--- src/rtl/reg_bus_pkg.sv ---
// register bus definitions
// widths of the command port and the internal request bus,
// plus the opcode and access FSM encodings

package reg_bus_pkg;

  // bus widths
  localparam int ADDR_W = 3;
  localparam int DATA_W = 16;

  // command opcodes
  typedef enum logic [0:0] {
    OP_READ  = 1'b0,
    OP_WRITE = 1'b1
  } reg_op_e;

  // access port FSM states
  typedef enum logic [0:0] {
    ST_IDLE = 1'b0,
    ST_RESP = 1'b1
  } access_state_e;

endpackage

--- src/rtl/board_map_pkg.sv ---
// board register map
// addresses, field positions and pin widths of the radio board
// GPIO controller

package board_map_pkg;

  //********************************************************************
  // register addresses
  //********************************************************************
  localparam logic [reg_bus_pkg::ADDR_W-1:0] ADDR_BOARD_CTRL  = 3'd0;
  localparam logic [reg_bus_pkg::ADDR_W-1:0] ADDR_BOARD_IN    = 3'd1;
  localparam logic [reg_bus_pkg::ADDR_W-1:0] ADDR_RADIO0_CTRL = 3'd2;
  localparam logic [reg_bus_pkg::ADDR_W-1:0] ADDR_RADIO1_CTRL = 3'd3;
  localparam logic [reg_bus_pkg::ADDR_W-1:0] ADDR_RADIO0_STAT = 3'd4;
  localparam logic [reg_bus_pkg::ADDR_W-1:0] ADDR_RADIO1_STAT = 3'd5;

  // board pin widths
  localparam int BD_OUT_W     = 4;
  localparam int BD_IN_W      = 8;
  localparam int RADIO_CTL_W  = 4;
  localparam int RADIO_STAT_W = 8;
  localparam int SPI_CS_W     = 3;

  // board control register fields
  localparam int FLD_BD_OUT   = 0;
  localparam int FLD_SYNC     = 4;
  localparam int FLD_SPI_SEL  = 5;
  localparam int BOARD_CTRL_W = 7;

  // radio control register fields
  localparam int FLD_CTL      = 0;
  localparam int FLD_AGC      = 4;
  localparam int FLD_ENABLE   = 5;
  localparam int FLD_TXNRX    = 6;
  localparam int FLD_RESETB   = 7;
  localparam int RADIO_REG_W  = 8;

  // spi chip select choice
  typedef enum logic [1:0] {
    SPI_NONE   = 2'd0,
    SPI_RADIO0 = 2'd1,
    SPI_RADIO1 = 2'd2,
    SPI_SYNTH  = 2'd3
  } spi_sel_e;

endpackage

--- src/rtl/reg_bus_if.sv ---
// internal register request bus
// one access per cycle with req_valid high, answered combinationally
// by the register bank in the same cycle

interface reg_bus_if;
  import reg_bus_pkg::*;

  logic              req_valid;
  reg_op_e           op;
  logic [ADDR_W-1:0] addr;
  logic [DATA_W-1:0] wdata;
  logic [DATA_W-1:0] rdata;
  logic              err;

  // access port side
  modport master (
    output req_valid, op, addr, wdata,
    input  rdata, err
  );

  // register bank side
  modport slave (
    input  req_valid, op, addr, wdata,
    output rdata, err
  );

endinterface

--- src/rtl/reg_access_port.sv ---
// register access port
// valid/ready command front end, one command in flight, the bank
// access happens on the accept edge and the response follows a cycle later

module reg_access_port (
  input  logic                             s_ref_clk,
  input  logic                             s_axi_aresetn,
  input  logic                             cmd_valid_i,
  output logic                             cmd_ready_o,
  input  reg_bus_pkg::reg_op_e             cmd_op_i,
  input  logic [reg_bus_pkg::ADDR_W-1:0]   cmd_addr_i,
  input  logic [reg_bus_pkg::DATA_W-1:0]   cmd_wdata_i,
  output logic                             rsp_valid_o,
  input  logic                             rsp_ready_i,
  output logic [reg_bus_pkg::DATA_W-1:0]   rsp_rdata_o,
  output logic                             rsp_err_o,
  reg_bus_if.master                        bus
);
  import reg_bus_pkg::*;

  access_state_e state_q;
  access_state_e state_d;
  logic          ready_q;
  logic          accept;

  assign accept = cmd_valid_i & cmd_ready_o;

  // request goes straight to the bank on the accept cycle
  assign bus.req_valid = accept;
  assign bus.op        = cmd_op_i;
  assign bus.addr      = cmd_addr_i;
  assign bus.wdata     = cmd_wdata_i;

  //********************************************************************
  // access FSM
  //********************************************************************
  always_comb begin
    state_d = state_q;
    case (state_q)
      ST_IDLE: if (accept) state_d = ST_RESP;
      ST_RESP: if (rsp_ready_i) state_d = ST_IDLE;
      default: state_d = ST_IDLE;
    endcase
  end

  // ready is registered so it stays low until the first edge after reset
  always_ff @(posedge s_ref_clk or negedge s_axi_aresetn) begin
    if (s_axi_aresetn == 1'b0) begin
      state_q <= ST_IDLE;
      ready_q <= 1'b0;
    end else begin
      state_q <= state_d;
      ready_q <= (state_d == ST_IDLE);
    end
  end

  assign cmd_ready_o = ready_q;
  assign rsp_valid_o = (state_q == ST_RESP);

  // response payload, captured on accept and held until taken
  always_ff @(posedge s_ref_clk) begin
    if (accept) begin
      rsp_rdata_o <= bus.rdata;
      rsp_err_o   <= bus.err;
    end
  end

  // never offering a response while taking a command
  a_one_in_flight: assert property (
    @(posedge s_ref_clk) disable iff (!s_axi_aresetn)
    !(rsp_valid_o && cmd_ready_o)
  );

  // stalled response keeps its payload
  a_rsp_hold: assert property (
    @(posedge s_ref_clk) disable iff (!s_axi_aresetn)
    rsp_valid_o && !rsp_ready_i |=>
      rsp_valid_o && $stable(rsp_rdata_o) && $stable(rsp_err_o)
  );

endmodule

--- src/rtl/gpio_bank.sv ---
// gpio register bank
// board and radio control registers, status readback, address decode
// and the mapping of fields onto board, radio and spi select pins

module gpio_bank (
  input  logic                                   s_ref_clk,
  input  logic                                   s_axi_aresetn,
  reg_bus_if.slave                               bus,
  input  logic [board_map_pkg::BD_IN_W-1:0]      bd_in_i,
  input  logic [board_map_pkg::RADIO_STAT_W-1:0] radio0_stat_i,
  input  logic [board_map_pkg::RADIO_STAT_W-1:0] radio1_stat_i,
  output logic [board_map_pkg::BD_OUT_W-1:0]     bd_out_o,
  output logic                                   sync_req_o,
  output logic [board_map_pkg::RADIO_CTL_W-1:0]  radio0_ctl_o,
  output logic                                   radio0_agc_o,
  output logic                                   radio0_enable_o,
  output logic                                   radio0_txnrx_o,
  output logic                                   radio0_resetb_o,
  output logic [board_map_pkg::RADIO_CTL_W-1:0]  radio1_ctl_o,
  output logic                                   radio1_agc_o,
  output logic                                   radio1_enable_o,
  output logic                                   radio1_txnrx_o,
  output logic                                   radio1_resetb_o,
  output logic [board_map_pkg::SPI_CS_W-1:0]     spi_cs_n_o
);
  import reg_bus_pkg::*;
  import board_map_pkg::*;

  logic [BOARD_CTRL_W-1:0] board_ctrl_q;
  logic [RADIO_REG_W-1:0]  radio0_q;
  logic [RADIO_REG_W-1:0]  radio1_q;
  logic                    wr_en;
  spi_sel_e                spi_sel;

  assign wr_en = bus.req_valid && (bus.op == OP_WRITE);

  //********************************************************************
  // read decode and error rules
  //********************************************************************
  always_comb begin
    bus.rdata = '0;
    bus.err   = 1'b0;
    case (bus.addr)
      ADDR_BOARD_CTRL:  bus.rdata = DATA_W'(board_ctrl_q);
      ADDR_RADIO0_CTRL: bus.rdata = DATA_W'(radio0_q);
      ADDR_RADIO1_CTRL: bus.rdata = DATA_W'(radio1_q);
      ADDR_BOARD_IN: begin
        bus.rdata = DATA_W'(bd_in_i);
        bus.err   = (bus.op == OP_WRITE);
      end
      ADDR_RADIO0_STAT: begin
        bus.rdata = DATA_W'(radio0_stat_i);
        bus.err   = (bus.op == OP_WRITE);
      end
      ADDR_RADIO1_STAT: begin
        bus.rdata = DATA_W'(radio1_stat_i);
        bus.err   = (bus.op == OP_WRITE);
      end
      // unmapped, reads zero
      default: bus.err = 1'b1;
    endcase
  end

  // writable registers, zero at reset keeps radios in reset
  always_ff @(posedge s_ref_clk or negedge s_axi_aresetn) begin
    if (s_axi_aresetn == 1'b0) begin
      board_ctrl_q <= '0;
      radio0_q     <= '0;
      radio1_q     <= '0;
    end else if (wr_en) begin
      case (bus.addr)
        ADDR_BOARD_CTRL:  board_ctrl_q <= bus.wdata[BOARD_CTRL_W-1:0];
        ADDR_RADIO0_CTRL: radio0_q <= bus.wdata[RADIO_REG_W-1:0];
        ADDR_RADIO1_CTRL: radio1_q <= bus.wdata[RADIO_REG_W-1:0];
        default: ;
      endcase
    end
  end

  //********************************************************************
  // field mapping
  //********************************************************************
  assign bd_out_o   = board_ctrl_q[FLD_BD_OUT +: BD_OUT_W];
  assign sync_req_o = board_ctrl_q[FLD_SYNC];
  assign spi_sel    = spi_sel_e'(board_ctrl_q[FLD_SPI_SEL +: $bits(spi_sel_e)]);

  assign radio0_ctl_o    = radio0_q[FLD_CTL +: RADIO_CTL_W];
  assign radio0_agc_o    = radio0_q[FLD_AGC];
  assign radio0_enable_o = radio0_q[FLD_ENABLE];
  assign radio0_txnrx_o  = radio0_q[FLD_TXNRX];
  assign radio0_resetb_o = radio0_q[FLD_RESETB];

  assign radio1_ctl_o    = radio1_q[FLD_CTL +: RADIO_CTL_W];
  assign radio1_agc_o    = radio1_q[FLD_AGC];
  assign radio1_enable_o = radio1_q[FLD_ENABLE];
  assign radio1_txnrx_o  = radio1_q[FLD_TXNRX];
  assign radio1_resetb_o = radio1_q[FLD_RESETB];

  // one-hot active low selects, bit 0 radio0, bit 1 radio1, bit 2 synth
  always_comb begin
    spi_cs_n_o = '1;
    case (spi_sel)
      SPI_RADIO0: spi_cs_n_o[0] = 1'b0;
      SPI_RADIO1: spi_cs_n_o[1] = 1'b0;
      SPI_SYNTH:  spi_cs_n_o[2] = 1'b0;
      default: ;
    endcase
  end

  a_single_cs: assert property (
    @(posedge s_ref_clk) disable iff (!s_axi_aresetn)
    $onehot0(~spi_cs_n_o)
  );

endmodule

--- src/rtl/mcs_sync_gen.sv ---
// multi-chip sync generator
// resynchronizes the sync request and emits a one-cycle pulse
// on each falling edge of it

module mcs_sync_gen (
  input  logic s_ref_clk,
  input  logic s_axi_aresetn,
  input  logic sync_req_i,
  output logic mcs_sync_o
);

  logic [2:0] sync_q;
  logic       pulse_q;

  // three stage shift, pulse from the two oldest stages
  always_ff @(posedge s_ref_clk or negedge s_axi_aresetn) begin
    if (s_axi_aresetn == 1'b0) begin
      sync_q  <= 3'd0;
      pulse_q <= 1'b0;
    end else begin
      sync_q  <= {sync_q[1:0], sync_req_i};
      pulse_q <= sync_q[2] & ~sync_q[1];
    end
  end

  assign mcs_sync_o = pulse_q;

  a_single_pulse: assert property (
    @(posedge s_ref_clk) disable iff (!s_axi_aresetn)
    mcs_sync_o |=> !mcs_sync_o
  );

endmodule

--- src/rtl/radio_ctrl_top.sv ---
// radio board control plane top
// command port into the register bank, with multi-chip sync
// generation on the reference clock

module radio_ctrl_top (
  input  logic                                   s_ref_clk,
  input  logic                                   s_axi_aresetn,
  // command and response port
  input  logic                                   cmd_valid_i,
  output logic                                   cmd_ready_o,
  input  reg_bus_pkg::reg_op_e                   cmd_op_i,
  input  logic [reg_bus_pkg::ADDR_W-1:0]         cmd_addr_i,
  input  logic [reg_bus_pkg::DATA_W-1:0]         cmd_wdata_i,
  output logic                                   rsp_valid_o,
  input  logic                                   rsp_ready_i,
  output logic [reg_bus_pkg::DATA_W-1:0]         rsp_rdata_o,
  output logic                                   rsp_err_o,
  // board and radio status
  input  logic [board_map_pkg::BD_IN_W-1:0]      bd_in_i,
  input  logic [board_map_pkg::RADIO_STAT_W-1:0] radio0_stat_i,
  input  logic [board_map_pkg::RADIO_STAT_W-1:0] radio1_stat_i,
  // board and radio control
  output logic [board_map_pkg::BD_OUT_W-1:0]     bd_out_o,
  output logic [board_map_pkg::RADIO_CTL_W-1:0]  radio0_ctl_o,
  output logic                                   radio0_agc_o,
  output logic                                   radio0_enable_o,
  output logic                                   radio0_txnrx_o,
  output logic                                   radio0_resetb_o,
  output logic [board_map_pkg::RADIO_CTL_W-1:0]  radio1_ctl_o,
  output logic                                   radio1_agc_o,
  output logic                                   radio1_enable_o,
  output logic                                   radio1_txnrx_o,
  output logic                                   radio1_resetb_o,
  output logic [board_map_pkg::SPI_CS_W-1:0]     spi_cs_n_o,
  output logic                                   mcs_sync_o
);

  logic sync_req;

  reg_bus_if bus_if ();

  reg_access_port u_access (
    .s_ref_clk     (s_ref_clk),
    .s_axi_aresetn (s_axi_aresetn),
    .cmd_valid_i   (cmd_valid_i),
    .cmd_ready_o   (cmd_ready_o),
    .cmd_op_i      (cmd_op_i),
    .cmd_addr_i    (cmd_addr_i),
    .cmd_wdata_i   (cmd_wdata_i),
    .rsp_valid_o   (rsp_valid_o),
    .rsp_ready_i   (rsp_ready_i),
    .rsp_rdata_o   (rsp_rdata_o),
    .rsp_err_o     (rsp_err_o),
    .bus           (bus_if.master)
  );

  gpio_bank u_bank (
    .s_ref_clk       (s_ref_clk),
    .s_axi_aresetn   (s_axi_aresetn),
    .bus             (bus_if.slave),
    .bd_in_i         (bd_in_i),
    .radio0_stat_i   (radio0_stat_i),
    .radio1_stat_i   (radio1_stat_i),
    .bd_out_o        (bd_out_o),
    .sync_req_o      (sync_req),
    .radio0_ctl_o    (radio0_ctl_o),
    .radio0_agc_o    (radio0_agc_o),
    .radio0_enable_o (radio0_enable_o),
    .radio0_txnrx_o  (radio0_txnrx_o),
    .radio0_resetb_o (radio0_resetb_o),
    .radio1_ctl_o    (radio1_ctl_o),
    .radio1_agc_o    (radio1_agc_o),
    .radio1_enable_o (radio1_enable_o),
    .radio1_txnrx_o  (radio1_txnrx_o),
    .radio1_resetb_o (radio1_resetb_o),
    .spi_cs_n_o      (spi_cs_n_o)
  );

  mcs_sync_gen u_mcs (
    .s_ref_clk     (s_ref_clk),
    .s_axi_aresetn (s_axi_aresetn),
    .sync_req_i    (sync_req),
    .mcs_sync_o    (mcs_sync_o)
  );

endmodule

--- config.mk ---
export PLATFORM = sky130hd
export DESIGN_NAME = radio_ctrl_top
export DESIGN_NICKNAME = d
export VERILOG_FILES = /design/src/rtl/reg_bus_pkg.sv /design/src/rtl/board_map_pkg.sv /design/src/rtl/reg_bus_if.sv /design/src/rtl/reg_access_port.sv /design/src/rtl/gpio_bank.sv /design/src/rtl/mcs_sync_gen.sv /design/src/rtl/radio_ctrl_top.sv
export SDC_FILE = /design/constraint.sdc
export NUM_CORES = 1
export LEC_CHECK = 0
export BUFFER_PORTS_ARGS = -buffer_cell sky130_fd_sc_hd__buf_2
export CORE_ASPECT_RATIO = 1.75
export CORE_MARGIN = 2
export CORE_UTILIZATION = 35
export DETAILED_ROUTE_END_ITERATION = 8
export GPL_ROUTABILITY_DRIVEN = 0
export SETUP_SLACK_MARGIN = 0.5
export SLEW_MARGIN = 30
export SYNTH_ARGS = -nofsm -noshare
export SYNTH_HDL_FRONTEND = slang
export SYNTH_SLANG_ARGS = --single-unit
--- constraint.sdc ---
create_clock -name s_ref_clk -period 3.2 [get_ports s_ref_clk]
set_input_delay 0.48 -clock s_ref_clk [delete_from_list [all_inputs] [get_ports s_ref_clk]]
set_output_delay 0.48 -clock s_ref_clk [all_outputs]
set_load 0.02 [all_outputs]
=== Word-level counts from Yosys, hierarchy flattened ===
Cells that the tools add are included.

* Add/subtract/negate cells: 0
* Multiply operators: 0
* Div/mod/pow operators: 0
* Order comparisons: 0
* Equal/unequal tests: 8
* Shift operators: 0
* Multiplexer cells: 8
* Bitwise operators: 5
* Reductions and logical operators: 7

{| class="wikitable"
|+ Operators with widths
! cell !! number
|-
| $pmux 8 s6 || 1
|-
| $eq 3x2->1 const B || 2
|-
| $eq 3x3->1 const B || 2
|-
| $reduce_and 2->1 || 3
|-
| $reduce_or 3->1 || 2
|-
| $mux 1 || 5
|-
| $eq 2x2->1 const B || 2
|-
| $pmux 1 s2 || 2
|-
| $eq 3x1->1 const B || 1
|-
| $logic_not 3->1 || 1
|-
| $not 1->1 || 3
|-
| $and 1x1->1 || 2
|-
| $eq 2x1->1 const B || 1
|-
| $logic_and 1x1->1 || 1
|}

* Flip-flop bits (word level): 46
* Latch bits: 0
* RAM bits: 0
* ROM bits: 0
* Input port bits: 48
* Output and inout port bits: 43
* Memories: 0

=== Logic depth before layout (Yosys ltp) ===
* Depth after elaboration: 4
* Depth in mapped cells: 5

=== Modules after synthesis ===
A second synthesis with hierarchy kept.

* Cell total of the unflattened synthesis: 170
* Area total of the unflattened synthesis: 2317.2 sq um

{| class="wikitable"
|+ By module, submodules not included
! module !! instances !! cells an instance !! area an instance (sq um) !! seq. area each (sq um)
|-
| gpio_bank || 1 || 122 || 1460.2 || 575.6
|-
| reg_access_port || 1 || 43 || 743.2 || 560.5
|-
| mcs_sync_gen || 1 || 5 || 113.9 || 100.1
|}

=== Worst setup path before layout ===
OpenSTA, ideal clock, no wires.

* Kind: in2reg
* Start: input cmd_addr_i[1] in the netlist's numbering
* End: register u_access.rsp_rdata_o[5] in the netlist's numbering, data pin
* Library setup time: 0.271 ns
* Arrival time: 1.323 ns
* Data required time: 2.929 ns
* Setup slack: 1.606 ns
* Stages: 5
* Path buffers: 2
* Path through: buf_6 buf_2 mux2_2 a22oi_1 o22ai_1

* Word-level cells in the longest chain between the ends: 2
* Elaborated cells on any way between the ends: 7
* Classes of those cells: 5 x eq/ne; 1 x mux; 1 x reduce/logical

{| class="wikitable"
|+ Ends and longest elaborated chain
! element !! line !! source
|-
| start: declaration || radio_ctrl_top.sv:12 || <nowiki>input logic [reg_bus_pkg::ADDR_W-1:0] cmd_addr_i,</nowiki>
|-
| $eq 3x3->1 (tied with other cells) || gpio_bank.sv:43 || <nowiki>case (bus.addr)</nowiki>
|-
| $pmux 8 s6 (*) || gpio_bank.sv:43 ||
|-
| via bus_if.rdata[5] || reg_bus_if.sv:12 || <nowiki>logic [DATA_W-1:0] rdata;</nowiki>
|-
| end signal: assignment || reg_access_port.sv:63 || <nowiki>rsp_rdata_o <= bus.rdata;</nowiki>
|-
| end: declaration || reg_access_port.sv:15 || <nowiki>output logic [reg_bus_pkg::DATA_W-1:0] rsp_rdata_o,</nowiki>
|}

Mark *: on every way through the listed nets, which the timed path passes. The rest lies on a longest branch.
A chain may end at the register's enable or synchronous reset.

=== Final worst setup path ===
* Start: input cmd_addr_i[0] in the netlist's numbering
* End: register u_bank.radio1_q[2]

* Word-level cells in the longest chain between the ends: 2

{| class="wikitable"
|+ Ends and longest elaborated chain
! element !! line !! source
|-
| $eq 3x2->1 || gpio_bank.sv:71 || <nowiki>case (bus.addr)</nowiki>
|-
| $reduce_and 2->1 (no source line) || -- ||
|-
| end signal: assignment || gpio_bank.sv:74 || <nowiki>ADDR_RADIO1_CTRL: radio1_q <= bus.wdata[RADIO_REG_W-1:0];</nowiki>
|-
| end: declaration || gpio_bank.sv:31 || <nowiki>logic [RADIO_REG_W-1:0] radio1_q;</nowiki>
|}

Every way passes these cells.

==> summary.txt <==
Status
  • Status: complete, no violations

Global route
  • Largest net degree at the start of global routing: 32
  • Initial antenna violation count: 0
  • GRT Total Usage: 0.153
  • Grt ovf: 0
  • Number of global-route vias before repair: 1313
  • First-pass GRT wire length: 6800 um

Die
  • Die Span X: 60.4 um
  • Die footprint: 0.00620 sq mm
  • Rows: 36
  • I/O pins: 91
  • Initial Utilization: 0.357
  • Area of the core: 0.00545 sq mm
  • Die height: 103 um

CTS
  • TritonCTS clock tree: yes
  • # clock sinks: 38
  • Resized cells post-CTS: 0
  • Root Buffer: clkbuf_8
  • Number of CTS-inserted buffers: 5
  • Post-cts hold buffer count: 0
  • Post-CTS Setup Inserts: 0
  • Clk buf depth: 2
  • Htree depth: 2
  • Skew-Pair Late Insertion Delay: 0.29 ns
  • Clock transition at path regs: 0.07 ns

Worst setup path
  • WP data arrival: 2.02 ns
  • CP Class: input pin to flip-flop
  • Critical path launch point: cmd_addr_i[0]
  • Req. time, crit path: 3.37 ns
  • Crit path largest cell delay: 0.59 ns
  • R2r startpoint: u_access.cmd_ready_o$_DFF_PN0_
  • Kind of start point of the critical path: input pin
  • Worst path cell trace: buf_2 -> nor3b_4 -> mux2_2
  • R2r setup slk: 1.56 ns
  • Worst-path maximum fanout: 31
  • CP max stage cell: nor3b_4
  • Worst Setup End Kind: flip-flop
  • Worst reg2reg path endpoint: u_bank.radio1_q[2]$_DFFE_PN0P_
  • Reg2reg path depth: 3

Cells and area
  • Final core utilization: 0.436
  • Post-Layout Cell Count: 293
  • Area of the multi-input gates: 821 sq um
  • Fin nets: 264
  • Seq. cell area: 996 sq um
  • # fillers: 567
  • Final Cell Area: 0.00237 sq mm
  • P&R area growth vs syn: 21.9%
  • Share of layout cells above drive strength 1: 0.512
  • Antenna cells: 0

Timing
  • Finish-stage setup viols: 0
  • Pins Over Slew Limit: 0
  • Fmax: 0.542 GHz
  • Post-route setup TNS: 0 ns
  • Final Worst Setup Slack: 1.35 ns
  • Slew headroom: 0.526
  • Final Cycle Share: 0.577
  • Final Skew: 0.00552 ns
  • Least-Margin Pin Slew: 0.710 ns
  • Final hold vios: 0
  • RSZ-0062 raised after global routing: no
  • Hold Slack: 0.218 ns
  • Min Tclk post-route: 1.85 ns

Logic synthesis
  • Synth area leaders: dfrtp_1, mux2_2, edfxtp_1, mux2i_1, buf_4
  • Cell Area, Synth: 0.00195 sq mm
  • Yosys top cell area share: 0.373
  • Yosys top cell by area: dfrtp_1
  • Synth unique cells: 32
  • Syn Area/Cell: 13.1 sq um
  • Seq cells post-synth: 38
  • Synth Warn #: 0
  • Mapped Cells: 149
  • Part of the Yosys area used for sequential elements: 0.511

Pwr
  • Worst-case vdd ir drop: 0.334 mV
  • Internal power: 960 uW
  • Net Sw Power: 503 uW
  • Clock group share of total power: 0.213
  • Static leakage: 1.13 nW
  • Share of power burned in registers: 0.471
  • Gate power share: 0.315
  • Switching Fraction: 0.344
  • Total power: 1.46 mW
  • Power density over the cells: 616 mW/mm^2

Route
  • Drt via density: 4.72
  • Initial DRC Count: 11
  • WL/cell: 14.8 um
  • Drt total wl: 4340 um
  • DRC errors left: 0
  • Final ANT Viol Nets: 0
  • Number of detailed-route iterations in the first pass: 2
  • Vias: 1382

Min path
  • Worst hold path type: input pin to asynchronous set/reset pin

Placed design
  • Dpl hpwl: 3280 um
  • DP Area: 0.00229 sq mm
  • Post-Place Worst Slack: 1.02 ns
  • Port Buf Inserts: 74
  • Placed Cells: 285

Job
  • Max_cap viols: 0
final cells by class:
cell class	count	area share
Timing Repair Buffer	74	0.156
Multi-Input combinational cell	94	0.346
Tap cell	76	0.0400
Clock inverter	2	0.00369
Sequential cell	38	0.419
Inverter	3	0.00474
Clock buffer	6	0.0306
Yosys cell counts, drive strengths merged:
cell    count
nor2        1
o21a        6
nor3b       2
buf        18
dfrtp      29
mux4        1
nand2       2
o22a        1
a21oi       2
o221ai      4
nand4       2
nand2b      4
a211o       1
nor2b       5
o21ai       1
conb        1
a221oi      1
mux2       26
clkbuf      3
mux2i      13
nor3        2
nand3       5
a22oi       1
o22ai       2
inv         3
edfxtp      9
nand3b      4
state kept, by name, summed over array words and instances, names as in the netlist:
signal and cells:
u_bank.radio1_q 8, u_access.rsp_valid_o 1, u_access.rsp_err_o 1, u_mcs.mcs_sync_o 1
u_mcs.sync_q 3, u_bank.board_ctrl_q 7, u_access.cmd_ready_o 1, u_bank.radio0_q 8
u_access.rsp_rdata_o 8
power by group through the flow:
stage	clock network, mW	logic, mW	registers [mW]
2_1_floorplan	0	0.236	0.784
6_report	0.312	0.462	0.690
4_1_cts	0.319	0.469	0.692
3_3_place_gp	0	0.462	0.699
5_1_grt	0.332	0.502	0.707
3_5_place_dp	0	0.468	0.701
worst max path at each step:
stage / slack (ns) / cells past startpoint / endpoint
after global routing: 1.22 / 3 / u_bank.radio1_q[0]$_DFFE_PN0P_
final: 1.35 / 3 / u_bank.radio1_q[2]$_DFFE_PN0P_
after CTS: 1.31 / 4 / u_bank.radio1_q[2]$_DFFE_PN0P_
after global placement: 1.04 / 3 / u_bank.radio1_q[5]$_DFFE_PN0P_
after floorplan: 1.61 / 5 / u_access.rsp_rdata_o[5]$_DFFE_PN_
after detailed placement: 1.02 / 4 / u_bank.radio1_q[5]$_DFFE_PN0P_
worst max-delay path: cells and delay by family:
family	cells	cell delay, ns
AND/OR/NAND/NOR	1	0.59
multiplexers	1	0.39
buffers and inverters	1	0.55
per-layer routing:
layer,share of wire,track usage,vias up
met2,0.56,0.272,42
met4,0.019,0.0615,0
li1,-,-,656
met1,0.38,0.180,678
met5,0,0,-
met3,0.039,0.0226,6
cells in the final DEF, fill, tap and decap left out, types with 2 or more instances in the layout:
cell type   n
nor2b_1     5
inv_1       3
conb_1      8
nand2_1     2
o21a_1      6
o22ai_1     2
buf_2      74
mux2i_1    13
nand2b_1    4
nand3b_1    4
a21oi_1     2
mux2_2     26
clkbuf_8    5
edfxtp_1    9
dfrtp_1    29
o221ai_1    4
nand3_1     5
cell families after synthesis:
family | after synthesis | share of synthesized area
mux | 40 | 0.229
compound gates | 19 | 0.0726
simple gates | 27 | 0.105
flops | 38 | 0.511
buf+inv | 24 | 0.0809
other cells | 1 | 0.00192
Power figures use the tool's default switching activity.
